[src/csr_pkg.sv]
package csr_pkg;

    typedef logic [31:0] csr_word_t;

    // Machine-mode CSR addresses decoded by the register file
    typedef enum logic [11:0] {
        addr_mvendorid  = 12'hf11,
        addr_marchid    = 12'hf12,
        addr_mimpid     = 12'hf13,
        addr_mhartid    = 12'hf14,
        addr_mstatus    = 12'h300,
        addr_misa       = 12'h301,
        addr_mie        = 12'h304,
        addr_mtvec      = 12'h305,
        addr_mcounteren = 12'h306,
        addr_mscratch   = 12'h340,
        addr_mepc       = 12'h341,
        addr_mcause     = 12'h342,
        addr_mtval      = 12'h343,
        addr_mip        = 12'h344
    } csr_addr_e;

    // Same encoding as funct3 of the register forms
    typedef enum logic [1:0] {
        csr_rw = 2'b01,
        csr_rs = 2'b10,
        csr_rc = 2'b11
    } csr_op_e;

    typedef enum logic [1:0] {
        not_exception     = 2'b00,
        i_addr_misaligned = 2'b01,
        ecall             = 2'b11
    } exc_cause_e;

    // 2'b10 is reserved
    typedef enum logic [1:0] {
        user       = 2'b00,
        supervisor = 2'b01,
        machine    = 2'b11
    } priv_mode_e;

    // mstatus field positions
    localparam int mstatus_mie_bit  = 3;
    localparam int mstatus_mpie_bit = 7;
    localparam int mstatus_mpp_lo   = 11;
    localparam int mstatus_mpp_hi   = 12;

    // Writable bits of mie and mip
    localparam csr_word_t mie_mask = 32'h0000_0888;
    localparam csr_word_t mip_mask = 32'h0000_0008;

    // RV32I, MXL = 1
    localparam csr_word_t misa_value = 32'h4000_0100;

    // mcause values, interrupt bit clear
    localparam csr_word_t cause_misaligned_fetch = 32'd0;
    localparam csr_word_t cause_ecall_u          = 32'd8;
    localparam csr_word_t cause_ecall_s          = 32'd9;
    localparam csr_word_t cause_ecall_m          = 32'd11;

endpackage
[src/trap_if.sv]
`timescale 1ns/1ps

interface trap_if;
    import csr_pkg::*;

    // Exception entry, one-cycle pulse
    logic       trap_take;
    exc_cause_e trap_cause;
    csr_word_t  trap_pc;
    csr_word_t  trap_tval;

    // Return from machine mode, one-cycle pulse
    logic       mret_take;

    // Redirect targets held by the CSR file
    csr_word_t  mepc;
    csr_word_t  mtvec;

    modport ctrl (
        output trap_take, trap_cause, trap_pc, trap_tval, mret_take,
        input  mepc, mtvec
    );

    modport file (
        input  trap_take, trap_cause, trap_pc, trap_tval, mret_take,
        output mepc, mtvec
    );

endinterface

[src/csr_access_if.sv]
`timescale 1ns/1ps

interface csr_access_if;
    import csr_pkg::*;

    // Read side, combinational
    logic [11:0] rd_addr;
    csr_word_t   rd_data;

    // Write side, committed on the clock edge
    logic [11:0] wr_addr;
    csr_word_t   wr_data;
    logic        wr_en;

    modport op (
        output rd_addr, wr_addr, wr_data, wr_en,
        input  rd_data
    );

    modport file (
        input  rd_addr, wr_addr, wr_data, wr_en,
        output rd_data
    );

endinterface

[src/csr_top.sv]
`timescale 1ns/1ps

module csr_top #(
    parameter csr_pkg::csr_word_t HART_ID     = 32'd0,
    parameter csr_pkg::csr_word_t TRAP_VECTOR = 32'h0000_1000,
    parameter csr_pkg::csr_word_t MEPC_RESET  = 32'h0001_0000
) (
    input  logic                 clk,
    input  logic                 rst,

    // CSR instruction port
    input  logic                 csr_valid,
    input  csr_pkg::csr_op_e     csr_op,
    input  logic [11:0]          csr_addr,
    input  csr_pkg::csr_word_t   csr_src,
    output logic                 csr_rd_valid,
    output csr_pkg::csr_word_t   csr_rd_value,

    // Exception and MRET requests
    input  logic                 exc_valid,
    input  csr_pkg::exc_cause_e  exc_cause,
    input  csr_pkg::csr_word_t   exc_pc,
    input  csr_pkg::csr_word_t   exc_tval,
    input  logic                 mret_valid,
    output logic                 redirect_valid,
    output csr_pkg::csr_word_t   redirect_pc
);

    csr_access_if acc_if ();
    trap_if       trp_if ();

    csr_op_unit csr_op_unit_i (
        .clk          (clk),
        .rst          (rst),
        .csr_valid    (csr_valid),
        .csr_op       (csr_op),
        .csr_addr     (csr_addr),
        .csr_src      (csr_src),
        .csr_rd_valid (csr_rd_valid),
        .csr_rd_value (csr_rd_value),
        .acc          (acc_if.op)
    );

    csr_file #(
        .HART_ID     (HART_ID),
        .TRAP_VECTOR (TRAP_VECTOR),
        .MEPC_RESET  (MEPC_RESET)
    ) csr_file_i (
        .clk (clk),
        .rst (rst),
        .acc (acc_if.file),
        .trp (trp_if.file)
    );

    trap_ctrl trap_ctrl_i (
        .clk            (clk),
        .rst            (rst),
        .exc_valid      (exc_valid),
        .exc_cause      (exc_cause),
        .exc_pc         (exc_pc),
        .exc_tval       (exc_tval),
        .mret_valid     (mret_valid),
        .redirect_valid (redirect_valid),
        .redirect_pc    (redirect_pc),
        .trp            (trp_if.ctrl)
    );

endmodule

[src/trap_ctrl.sv]
`timescale 1ns/1ps

module trap_ctrl (
    input  logic                 clk,
    input  logic                 rst,

    input  logic                 exc_valid,
    input  csr_pkg::exc_cause_e  exc_cause,
    input  csr_pkg::csr_word_t   exc_pc,
    input  csr_pkg::csr_word_t   exc_tval,
    input  logic                 mret_valid,

    output logic                 redirect_valid,
    output csr_pkg::csr_word_t   redirect_pc,

    trap_if.ctrl                 trp
);
    import csr_pkg::*;

    logic      take_exc;
    logic      take_mret;
    csr_word_t target_pc;

    // Exceptions win, an MRET in the same cycle is dropped
    assign take_exc  = exc_valid && (exc_cause != not_exception);
    assign take_mret = mret_valid && !take_exc;

    assign trp.trap_take  = take_exc;
    assign trp.trap_cause = exc_cause;
    assign trp.trap_pc    = exc_pc;
    assign trp.trap_tval  = exc_tval;
    assign trp.mret_take  = take_mret;

    // mepc sampled before the CSR file updates it
    assign target_pc = take_exc ? trp.mtvec : trp.mepc;

    always_ff @(posedge clk) begin
        if (rst) begin
            redirect_valid <= 1'b0;
        end else begin
            redirect_valid <= take_exc || take_mret;
        end
    end

    always_ff @(posedge clk) begin
        if (take_exc || take_mret) begin
            redirect_pc <= target_pc;
        end
    end

    // Covers both mtvec and mepc alignment in the CSR file
    a_redirect_aligned: assert property (
        @(posedge clk) disable iff (rst)
        redirect_valid |-> (redirect_pc[1:0] == 2'b00)
    );

endmodule

[src/csr_file.sv]
`timescale 1ns/1ps

module csr_file #(
    parameter csr_pkg::csr_word_t HART_ID     = 32'd0,
    parameter csr_pkg::csr_word_t TRAP_VECTOR = 32'h0000_1000,
    parameter csr_pkg::csr_word_t MEPC_RESET  = 32'h0001_0000
) (
    input  logic        clk,
    input  logic        rst,

    csr_access_if.file  acc,
    trap_if.file        trp
);
    import csr_pkg::*;

    // mstatus is kept as its three implemented fields
    logic       st_mie;
    logic       st_mpie;
    priv_mode_e st_mpp;
    priv_mode_e priv_mode;

    csr_word_t  mie_r;
    csr_word_t  mip_r;
    csr_word_t  mscratch_r;
    csr_word_t  mepc_r;
    csr_word_t  mcause_r;
    csr_word_t  mtval_r;

    csr_word_t  mstatus_value;
    logic [1:0] wr_mpp;

    logic wr_mstatus;
    logic wr_mie;
    logic wr_mip;
    logic wr_mscratch;
    logic wr_mepc;
    logic wr_mcause;
    logic wr_mtval;

    function automatic csr_word_t cause_code(exc_cause_e cause, priv_mode_e mode);
        csr_word_t code;
        code = cause_misaligned_fetch;
        if (cause == ecall) begin
            case (mode)
                user:       code = cause_ecall_u;
                supervisor: code = cause_ecall_s;
                default:    code = cause_ecall_m;
            endcase
        end
        return code;
    endfunction

    assign wr_mstatus  = acc.wr_en && (acc.wr_addr == addr_mstatus);
    assign wr_mie      = acc.wr_en && (acc.wr_addr == addr_mie);
    assign wr_mip      = acc.wr_en && (acc.wr_addr == addr_mip);
    assign wr_mscratch = acc.wr_en && (acc.wr_addr == addr_mscratch);
    assign wr_mepc     = acc.wr_en && (acc.wr_addr == addr_mepc);
    assign wr_mcause   = acc.wr_en && (acc.wr_addr == addr_mcause);
    assign wr_mtval    = acc.wr_en && (acc.wr_addr == addr_mtval);

    assign wr_mpp = acc.wr_data[mstatus_mpp_hi:mstatus_mpp_lo];

    // Trap and MRET win over a software write to mstatus
    always_ff @(posedge clk) begin
        if (rst) begin
            st_mie    <= 1'b0;
            st_mpie   <= 1'b0;
            st_mpp    <= user;
            priv_mode <= machine;
        end else if (trp.trap_take) begin
            st_mpie   <= st_mie;
            st_mie    <= 1'b0;
            st_mpp    <= priv_mode;
            priv_mode <= machine;
        end else if (trp.mret_take) begin
            st_mie    <= st_mpie;
            st_mpie   <= 1'b1;
            priv_mode <= st_mpp;
            st_mpp    <= user;
        end else if (wr_mstatus) begin
            st_mie  <= acc.wr_data[mstatus_mie_bit];
            st_mpie <= acc.wr_data[mstatus_mpie_bit];
            // Reserved mode 2'b10 leaves mpp as it was
            if (wr_mpp != 2'b10) begin
                st_mpp <= priv_mode_e'(wr_mpp);
            end
        end
    end

    always_ff @(posedge clk) begin
        if (rst) begin
            mie_r      <= '0;
            mip_r      <= '0;
            mscratch_r <= '0;
        end else begin
            if (wr_mie) begin
                mie_r <= acc.wr_data & mie_mask;
            end
            if (wr_mip) begin
                mip_r <= acc.wr_data & mip_mask;
            end
            if (wr_mscratch) begin
                mscratch_r <= acc.wr_data;
            end
        end
    end

    // Trap values take precedence over software writes
    always_ff @(posedge clk) begin
        if (rst) begin
            mepc_r   <= MEPC_RESET;
            mcause_r <= '0;
            mtval_r  <= '0;
        end else if (trp.trap_take) begin
            // Word-aligned, IALIGN is 32
            mepc_r   <= {trp.trap_pc[31:2], 2'b00};
            mcause_r <= cause_code(trp.trap_cause, priv_mode);
            mtval_r  <= trp.trap_tval;
        end else begin
            if (wr_mepc) begin
                mepc_r <= {acc.wr_data[31:2], 2'b00};
            end
            if (wr_mcause) begin
                mcause_r <= acc.wr_data;
            end
            if (wr_mtval) begin
                mtval_r <= acc.wr_data;
            end
        end
    end

    always_comb begin
        mstatus_value = '0;
        mstatus_value[mstatus_mie_bit]  = st_mie;
        mstatus_value[mstatus_mpie_bit] = st_mpie;
        mstatus_value[mstatus_mpp_hi:mstatus_mpp_lo] = st_mpp;
    end

    // Read port, unknown addresses return zero
    always_comb begin
        case (acc.rd_addr)
            addr_mvendorid:  acc.rd_data = '0;
            addr_marchid:    acc.rd_data = '0;
            addr_mimpid:     acc.rd_data = '0;
            addr_mhartid:    acc.rd_data = HART_ID;
            addr_mstatus:    acc.rd_data = mstatus_value;
            addr_misa:       acc.rd_data = misa_value;
            addr_mie:        acc.rd_data = mie_r;
            addr_mtvec:      acc.rd_data = TRAP_VECTOR;
            addr_mcounteren: acc.rd_data = '0;
            addr_mscratch:   acc.rd_data = mscratch_r;
            addr_mepc:       acc.rd_data = mepc_r;
            addr_mcause:     acc.rd_data = mcause_r;
            addr_mtval:      acc.rd_data = mtval_r;
            addr_mip:        acc.rd_data = mip_r;
            default:         acc.rd_data = '0;
        endcase
    end

    assign trp.mepc  = mepc_r;
    assign trp.mtvec = TRAP_VECTOR;

    a_priv_legal: assert property (
        @(posedge clk) disable iff (rst)
        priv_mode != 2'b10
    );

    // The trap controller arbitrates, so both commands never arrive together
    a_trap_mret_excl: assert property (
        @(posedge clk) disable iff (rst)
        !(trp.trap_take && trp.mret_take)
    );

endmodule

[src/csr_op_unit.sv]
`timescale 1ns/1ps

module csr_op_unit (
    input  logic                clk,
    input  logic                rst,

    input  logic                csr_valid,
    input  csr_pkg::csr_op_e    csr_op,
    input  logic [11:0]         csr_addr,
    input  csr_pkg::csr_word_t  csr_src,

    output logic                csr_rd_valid,
    output csr_pkg::csr_word_t  csr_rd_value,

    csr_access_if.op            acc
);
    import csr_pkg::*;

    csr_word_t old_value;
    csr_word_t new_value;
    logic      do_write;

    // Read and write target the same register in the same cycle
    assign acc.rd_addr = csr_addr;
    assign acc.wr_addr = csr_addr;
    assign old_value   = acc.rd_data;

    always_comb begin
        case (csr_op)
            csr_rw:  new_value = csr_src;
            csr_rs:  new_value = old_value | csr_src;
            csr_rc:  new_value = old_value & ~csr_src;
            default: new_value = old_value;
        endcase
    end

    // CSRRS/CSRRC with a zero source must not write
    assign do_write = csr_valid && ((csr_op == csr_rw) || (csr_src != '0));

    assign acc.wr_data = new_value;
    assign acc.wr_en   = do_write;

    always_ff @(posedge clk) begin
        if (rst) begin
            csr_rd_valid <= 1'b0;
        end else begin
            csr_rd_valid <= csr_valid;
        end
    end

    // Value before the write, returned to rd
    always_ff @(posedge clk) begin
        if (csr_valid) begin
            csr_rd_value <= old_value;
        end
    end

    // Only the three register forms are decoded
    a_op_legal: assert property (
        @(posedge clk) disable iff (rst)
        csr_valid |-> (csr_op != 2'b00)
    );

endmodule

[config.mk]
export PLATFORM = sky130hd
export DESIGN_NAME = csr_top
export DESIGN_NICKNAME = d
export VERILOG_FILES = /design/src/csr_pkg.sv /design/src/trap_if.sv /design/src/csr_access_if.sv /design/src/csr_top.sv /design/src/trap_ctrl.sv /design/src/csr_file.sv /design/src/csr_op_unit.sv
export SDC_FILE = /design/constraint.sdc
export NUM_CORES = 1
export LEC_CHECK = 0
export BUFFER_PORTS_ARGS = -buffer_cell sky130_fd_sc_hd__buf_2
export CAP_MARGIN = 20
export CORE_ASPECT_RATIO = 0.75
export CORE_MARGIN = 1
export CORE_UTILIZATION = 60
export CTS_CLUSTER_DIAMETER = 40
export DETAILED_ROUTE_END_ITERATION = 6
export PLACE_DENSITY = 0.85
export REMOVE_ABC_BUFFERS = 1
export SYNTH_ARGS = -nofsm -noshare
export SYNTH_HDL_FRONTEND = slang
export SYNTH_SLANG_ARGS = --single-unit
[constraint.sdc]
create_clock -name clk -period 3.5 [get_ports clk]
set_input_delay 0.35 -clock clk [delete_from_list [all_inputs] [get_ports clk]]
set_output_delay 0.35 -clock clk [all_outputs]
set_load 0.05 [all_outputs]
-- Word-level counts from Yosys, hierarchy flattened
Cells that the tools add are included.
- output and inout bits: 66
- bits of input ports: 117
- bits in registers: 200
- word-level logic and storage cells: 75
- eq/ne operators: 15
- reduce and logical (&&, ||, !) cells: 24
- multiplexer cells: 19
- bitwise operators: 3
- operators by type and width (operator ; number):
    32-bit case mux with 9 select lines ; 1
    32-bit 2-to-1 mux ; 7
    12-bit by 10-bit == test with 1-bit output, second input constant ; 9
    32-bit case mux with 3 select lines ; 1
    32-bit bitwise AND ; 1
    32-bit inverter ; 1
    32-bit OR ; 1
    32-bit nonzero test ; 1
    1-bit logical AND ; 10
    2-bit nonzero test ; 5
    2-bit 2-to-1 mux ; 4
    2-bit == test, second input constant ; 3
    3-bit nonzero test ; 2
    1-bit 2-to-1 mux ; 5
    2-bit by 1-bit == test with 1-bit output, second input constant ; 2
    2-bit case mux with 2 select lines ; 1
    2-bit zero test ; 1
    1-bit logical OR ; 2
    2-bit inequality test, second input constant ; 1
    2-bit AND reduction ; 1
    2-bit OR reduction ; 1
    1-bit zero test ; 1

-- Depth between registers and ports, before layout
- depth in word-level cells: 9
- depth in mapped cells: 10
- depth with buffers taken out: 7

-- By module
A second synthesis with hierarchy kept.
- cells, all modules: 1191
- area total of the unflattened synthesis: 11337.1 µm²
- modules (own cells, without submodules) (module ; instances ; area an instance (µm²) ; cells an instance ; seq. area each (µm²)):
    csr_file ; 1 ; 7091.8 ; 837 ; 2722.6
    csr_op_unit ; 1 ; 2336.0 ; 214 ; 980.9
    trap_ctrl ; 1 ; 1909.3 ; 140 ; 980.9

-- Worst setup path before layout
No wires, ideal clock.
- path type: input port to flip-flop
- start: in csr_addr[2]
- end: reg csr_file_i.mtval_r[14]
- slack: 1.270 ns
- required time: 3.368 ns
- buffers on the path: 4
- library setup time: 0.132 ns
- arrival time: 2.098 ns
- cell stages on the path: 9
- cells stage by stage: clkbuf_1 -> nor4_2 -> nand3_2 -> or3_1 -> buf_4 -> buf_6 -> buf_4 -> o211ai_1 -> a21oi_1
- longest elaborated chain between the ends: 6
- elaborated cells on any way between the ends: 17
- those cells by class: 9 x eq/ne; 4 x mux; 2 x bitwise; 2 x reduce/logical
- RTL lines (item ; RTL line ; text):
    start: declaration ; csr_top.sv:14 ; input logic [11:0] csr_addr,
    12-bit by 10-bit == test with 1-bit output, on equally long branches ; csr_file.sv:141, csr_file.sv:59 ;
    32-bit case mux with 9 select lines ; csr_file.sv:141 ; case (acc.rd_addr)
    32-bit bitwise AND or 32-bit OR (tied branches) ; csr_op_unit.sv:32, csr_op_unit.sv:31 ;
    32-bit case mux with 3 select lines ; csr_op_unit.sv:29 ; case (csr_op)
    32-bit 2-to-1 mux ; csr_file.sv:126 ; if (wr_mtval) begin
    32-bit 2-to-1 mux ; csr_file.sv:114 ; end else if (trp.trap_take) begin
    end signal: assignment ; csr_file.sv:118 ; mtval_r <= trp.trap_tval;
    end signal: assignment ; csr_file.sv:127 ; mtval_r <= acc.wr_data;
    end: declaration ; csr_file.sv:27 ; csr_word_t mtval_r;
Several ways; a longest one is shown, not always the timed one. The select of a mux whose other input is x is not followed.
A chain may end at the register's enable or synchronous reset.

-- Worst setup path in the final report
- start: in csr_src[25]
- end: reg csr_file_i.mcause_r[24]
- longest elaborated chain between the ends: 5
- RTL lines (item ; RTL line ; text):
    start: declaration ; csr_top.sv:15 ; input csr_pkg::csr_word_t csr_src,
    32-bit nonzero test ; csr_op_unit.sv:38 ; assign do_write = csr_valid && ((csr_op == csr_rw) || (csr_src != '0));
    1-bit logical OR ; csr_op_unit.sv:38 ;
    1-bit logical AND ; csr_op_unit.sv:38 ;
    1-bit logical AND ; csr_file.sv:58 ; assign wr_mcause = acc.wr_en && (acc.wr_addr == addr_mcause);
    2-bit nonzero test (no source line) ; -- ;
    end signal: assignment ; csr_file.sv:117 ; mcause_r <= cause_code(trp.trap_cause, priv_mode);
    end signal: assignment ; csr_file.sv:124 ; mcause_r <= acc.wr_data;
    end: declaration ; csr_file.sv:26 ; csr_word_t mcause_r;
No other way between the ends.

==> run metrics <==
clock sink count=200; relative slew slack=0.309; unrepaired setup endpoints after global routing=false; fmax=368 MHz; Skew-Pair Late Insertion Delay=0.46 ns; first-pass GRT wire length=48100 um; crit path launch type=input port; Root Buffer=clkbuf_16; status=finished clean; VDD IR-drop max=370 uV; routability cong.=0.925; Finished Layout Cells=1485; Max Slew Vio Count=0; Placed Area=11000 um^2; Setup crit end kind=register; period utilization=0.776; Hold Slack=0.135 ns; Fin. Hold Viols=0; Lkg Pwr=4.38 nW; Reg-to-Reg Start=csr_file_i.trp.mepc[12]$_SDFFE_PP0P_; GRT Total Usage=0.372; effective utilization at floorplan=0.617; Clock Tree Buf Depth=2; residual DRC count=0; Wirelength per Cell=20.8 um; min-delay src=exc_pc[22]; Worst Hold Path EP=csr_file_i.trp.mepc[22]$_SDFFE_PP0P_; biggest area consumer among synthesized cells=dfxtp_1; CTS clk-pin slew, worst paths=0.07 ns; number of CTS-inserted buffers=17; initial antenna violation count=1; htree depth=4; Worst Tran Pin Value=1.02 ns; Hold Path Depth=3; Rows=40; DRT Pass-1 Iters=6; Core ar.=16100 um^2; Reg2Reg Setup Slack=1.08 ns; crit path time final=2.71 ns; FF-to-FF End=csr_file_i.st_mpp[0]$_SDFFE_PP0P_; vias in the first global route=9003; setup violators final=0; # resized after CTS=0; Post-CTS Setup Bufs=0; Pwr Total=5.23 mW; HP Class=input port to register; YS warnings=0; path depth of the worst reg2reg path=7; die width=150 um; Crit Path Class=input port to register; Setup Skew=0.00876 ns; DP HPWL=19400 um; Die Area=17000 um^2; fin area=11600 um^2; num ports=183; Synth top area share=0.279; Worst EP required=3.88 ns; most frequent cells in the layout=226 x nand2_1, 177 x buf_2, 138 x dfxtp_1; Post-Synthesis Cells=1119; commonest non-fill, non-tap cell in the layout=nand2_1; die height=113 um; CTS tree=done; pre-CTS WS=0.527 ns; Seq cells post-synth=200; PwrDens=452 nW/um^2; FF+latch area=4620 um^2; setup TNS=0 ns; synth top area cells=dfxtp_1 28%, edfxtp_1 19%, nand2_1 8.6%; FFs w/ async S/R, synth=0; CTS Hold Bufs=0; mean area per synthesized cell=8.86 um^2; unique cell type count in the Yosys netlist=62; ys flop type=dfxtp_1; routed vias/inst=6.50; MaxCap Viol Count=0; largest net degree at the start of global routing=63; Final Util=0.721; buffers added on ports=178; GR Overflow Total=0; mapped cell area=9910 um^2; dpl cells=1451; layout net count=1377; Crit Path Max Fanout=14; register area share after synthesis=0.466; via count=9650; post-route setup slack=0.786 ns; WP data arrival=3.10 ns; layout cell share with drive strength beyond 1=0.251; drt first-iter violations=1245; EDFF count, synth=62; remaining antenna violation count=0; layout overhead on the synthesized area=16.8%; area taken by multi-input logic gates=4860 um^2; FILL cells=1213; DRT Wirelength=30900 um
cell usage after synthesis, drive strengths merged, types with 4 or more instances:
library cell and n:
o211ai 48, inv 9, and2 33, a211oi 9, dfxtp 138, xnor2 28, a21oi 136, nor2 41
nand2b 29, edfxtp 62, a311oi 9, mux2 4, buf 36, o22ai 25, nand3 9, nand4 5
nor3b 6, nand2 226, o21ai 14, or2 25, a22oi 54, nor2b 5, mux2i 15, clkbuf 61
o31ai 5, o221a 23, nand3b 6, nor4 12, nor3 13
kinds of logic after synthesis:
group,count (synthesis),synth area share
flip-flops,200,0.466
AO/OA/AOI/OAI,341,0.233
buffers and inverters,106,0.0467
multiplexers,21,0.0242
other,1,0.000378
AND/OR/NAND/NOR,421,0.203
XOR/XNOR,29,0.0256
critical path, cell delays in order:
cell and delay, ns:
buf_2 0.12, nor4_1 0.61, nand4_1 0.39, nor3_1 0.37, nor2b_1 0.17, nand3_1 0.57, buf_4 0.31, nand2_1 0.07
a21oi_1 0.13
final cells by class:
class	instances	area share
Sequential cell	200	0.399
Multi-Input combinational cell	814	0.420
Tap cell	210	0.0227
Clock inverter	9	0.00778
Timing Repair Buffer	218	0.105
Antenna cell	2	0.000432
Inverter	9	0.00292
Clock buffer	23	0.0414
worst max path at each step:
stage	from	endpoint	slack, ns	cells after the start
after CTS	csr_src[25]	csr_file_i.mcause_r[24]$_SDFFE_PP0P_	0.99	9
after global placement	csr_src[25]	csr_file_i.mcause_r[29]$_SDFFE_PP0P_	0.62	9
after global routing	csr_src[25]	csr_file_i.mcause_r[10]$_SDFFE_PP0P_	0.73	9
after floorplan	exc_cause[1]	csr_file_i.mtval_r[7]$_SDFFE_PP0P_	-2.20	3
final	csr_src[25]	csr_file_i.mcause_r[24]$_SDFFE_PP0P_	0.79	9
after detailed placement	csr_src[25]	csr_file_i.mcause_r[24]$_SDFFE_PP0P_	0.53	9
registers in the layout, indices dropped and copies added (netlist names):
signal	count
csr_file_i.trp.mepc	30
csr_file_i.priv_mode	2
csr_file_i.st_mie	1
csr_file_i.mcause_r	32
trap_ctrl_i.redirect_pc	30
csr_file_i.st_mpie	1
csr_file_i.mie_r	3
csr_op_unit_i.csr_rd_value	32
csr_op_unit_i.csr_rd_valid	1
csr_file_i.mip_r	1
csr_file_i.mtval_r	32
trap_ctrl_i.redirect_valid	1
csr_file_i.mscratch_r	32
csr_file_i.st_mpp	2
metal layers:
layer,GRT usage,vias up,share of wire
li1,-,4323,-
met1,0.512,4480,0.40
met2,0.544,724,0.43
met3,0.0948,123,0.13
met4,0.180,0,0.039
met5,0,-,0
power by group:
part | switching (mW) | internal (mW) | total [mW]
combinational | 0.521 | 0.240 | 0.761
sequential | 0.0440 | 2.48 | 2.53
clock | 0.900 | 1.05 | 1.95
total | 1.47 | 3.77 | 5.23
(Power assumes the default switching activity.)
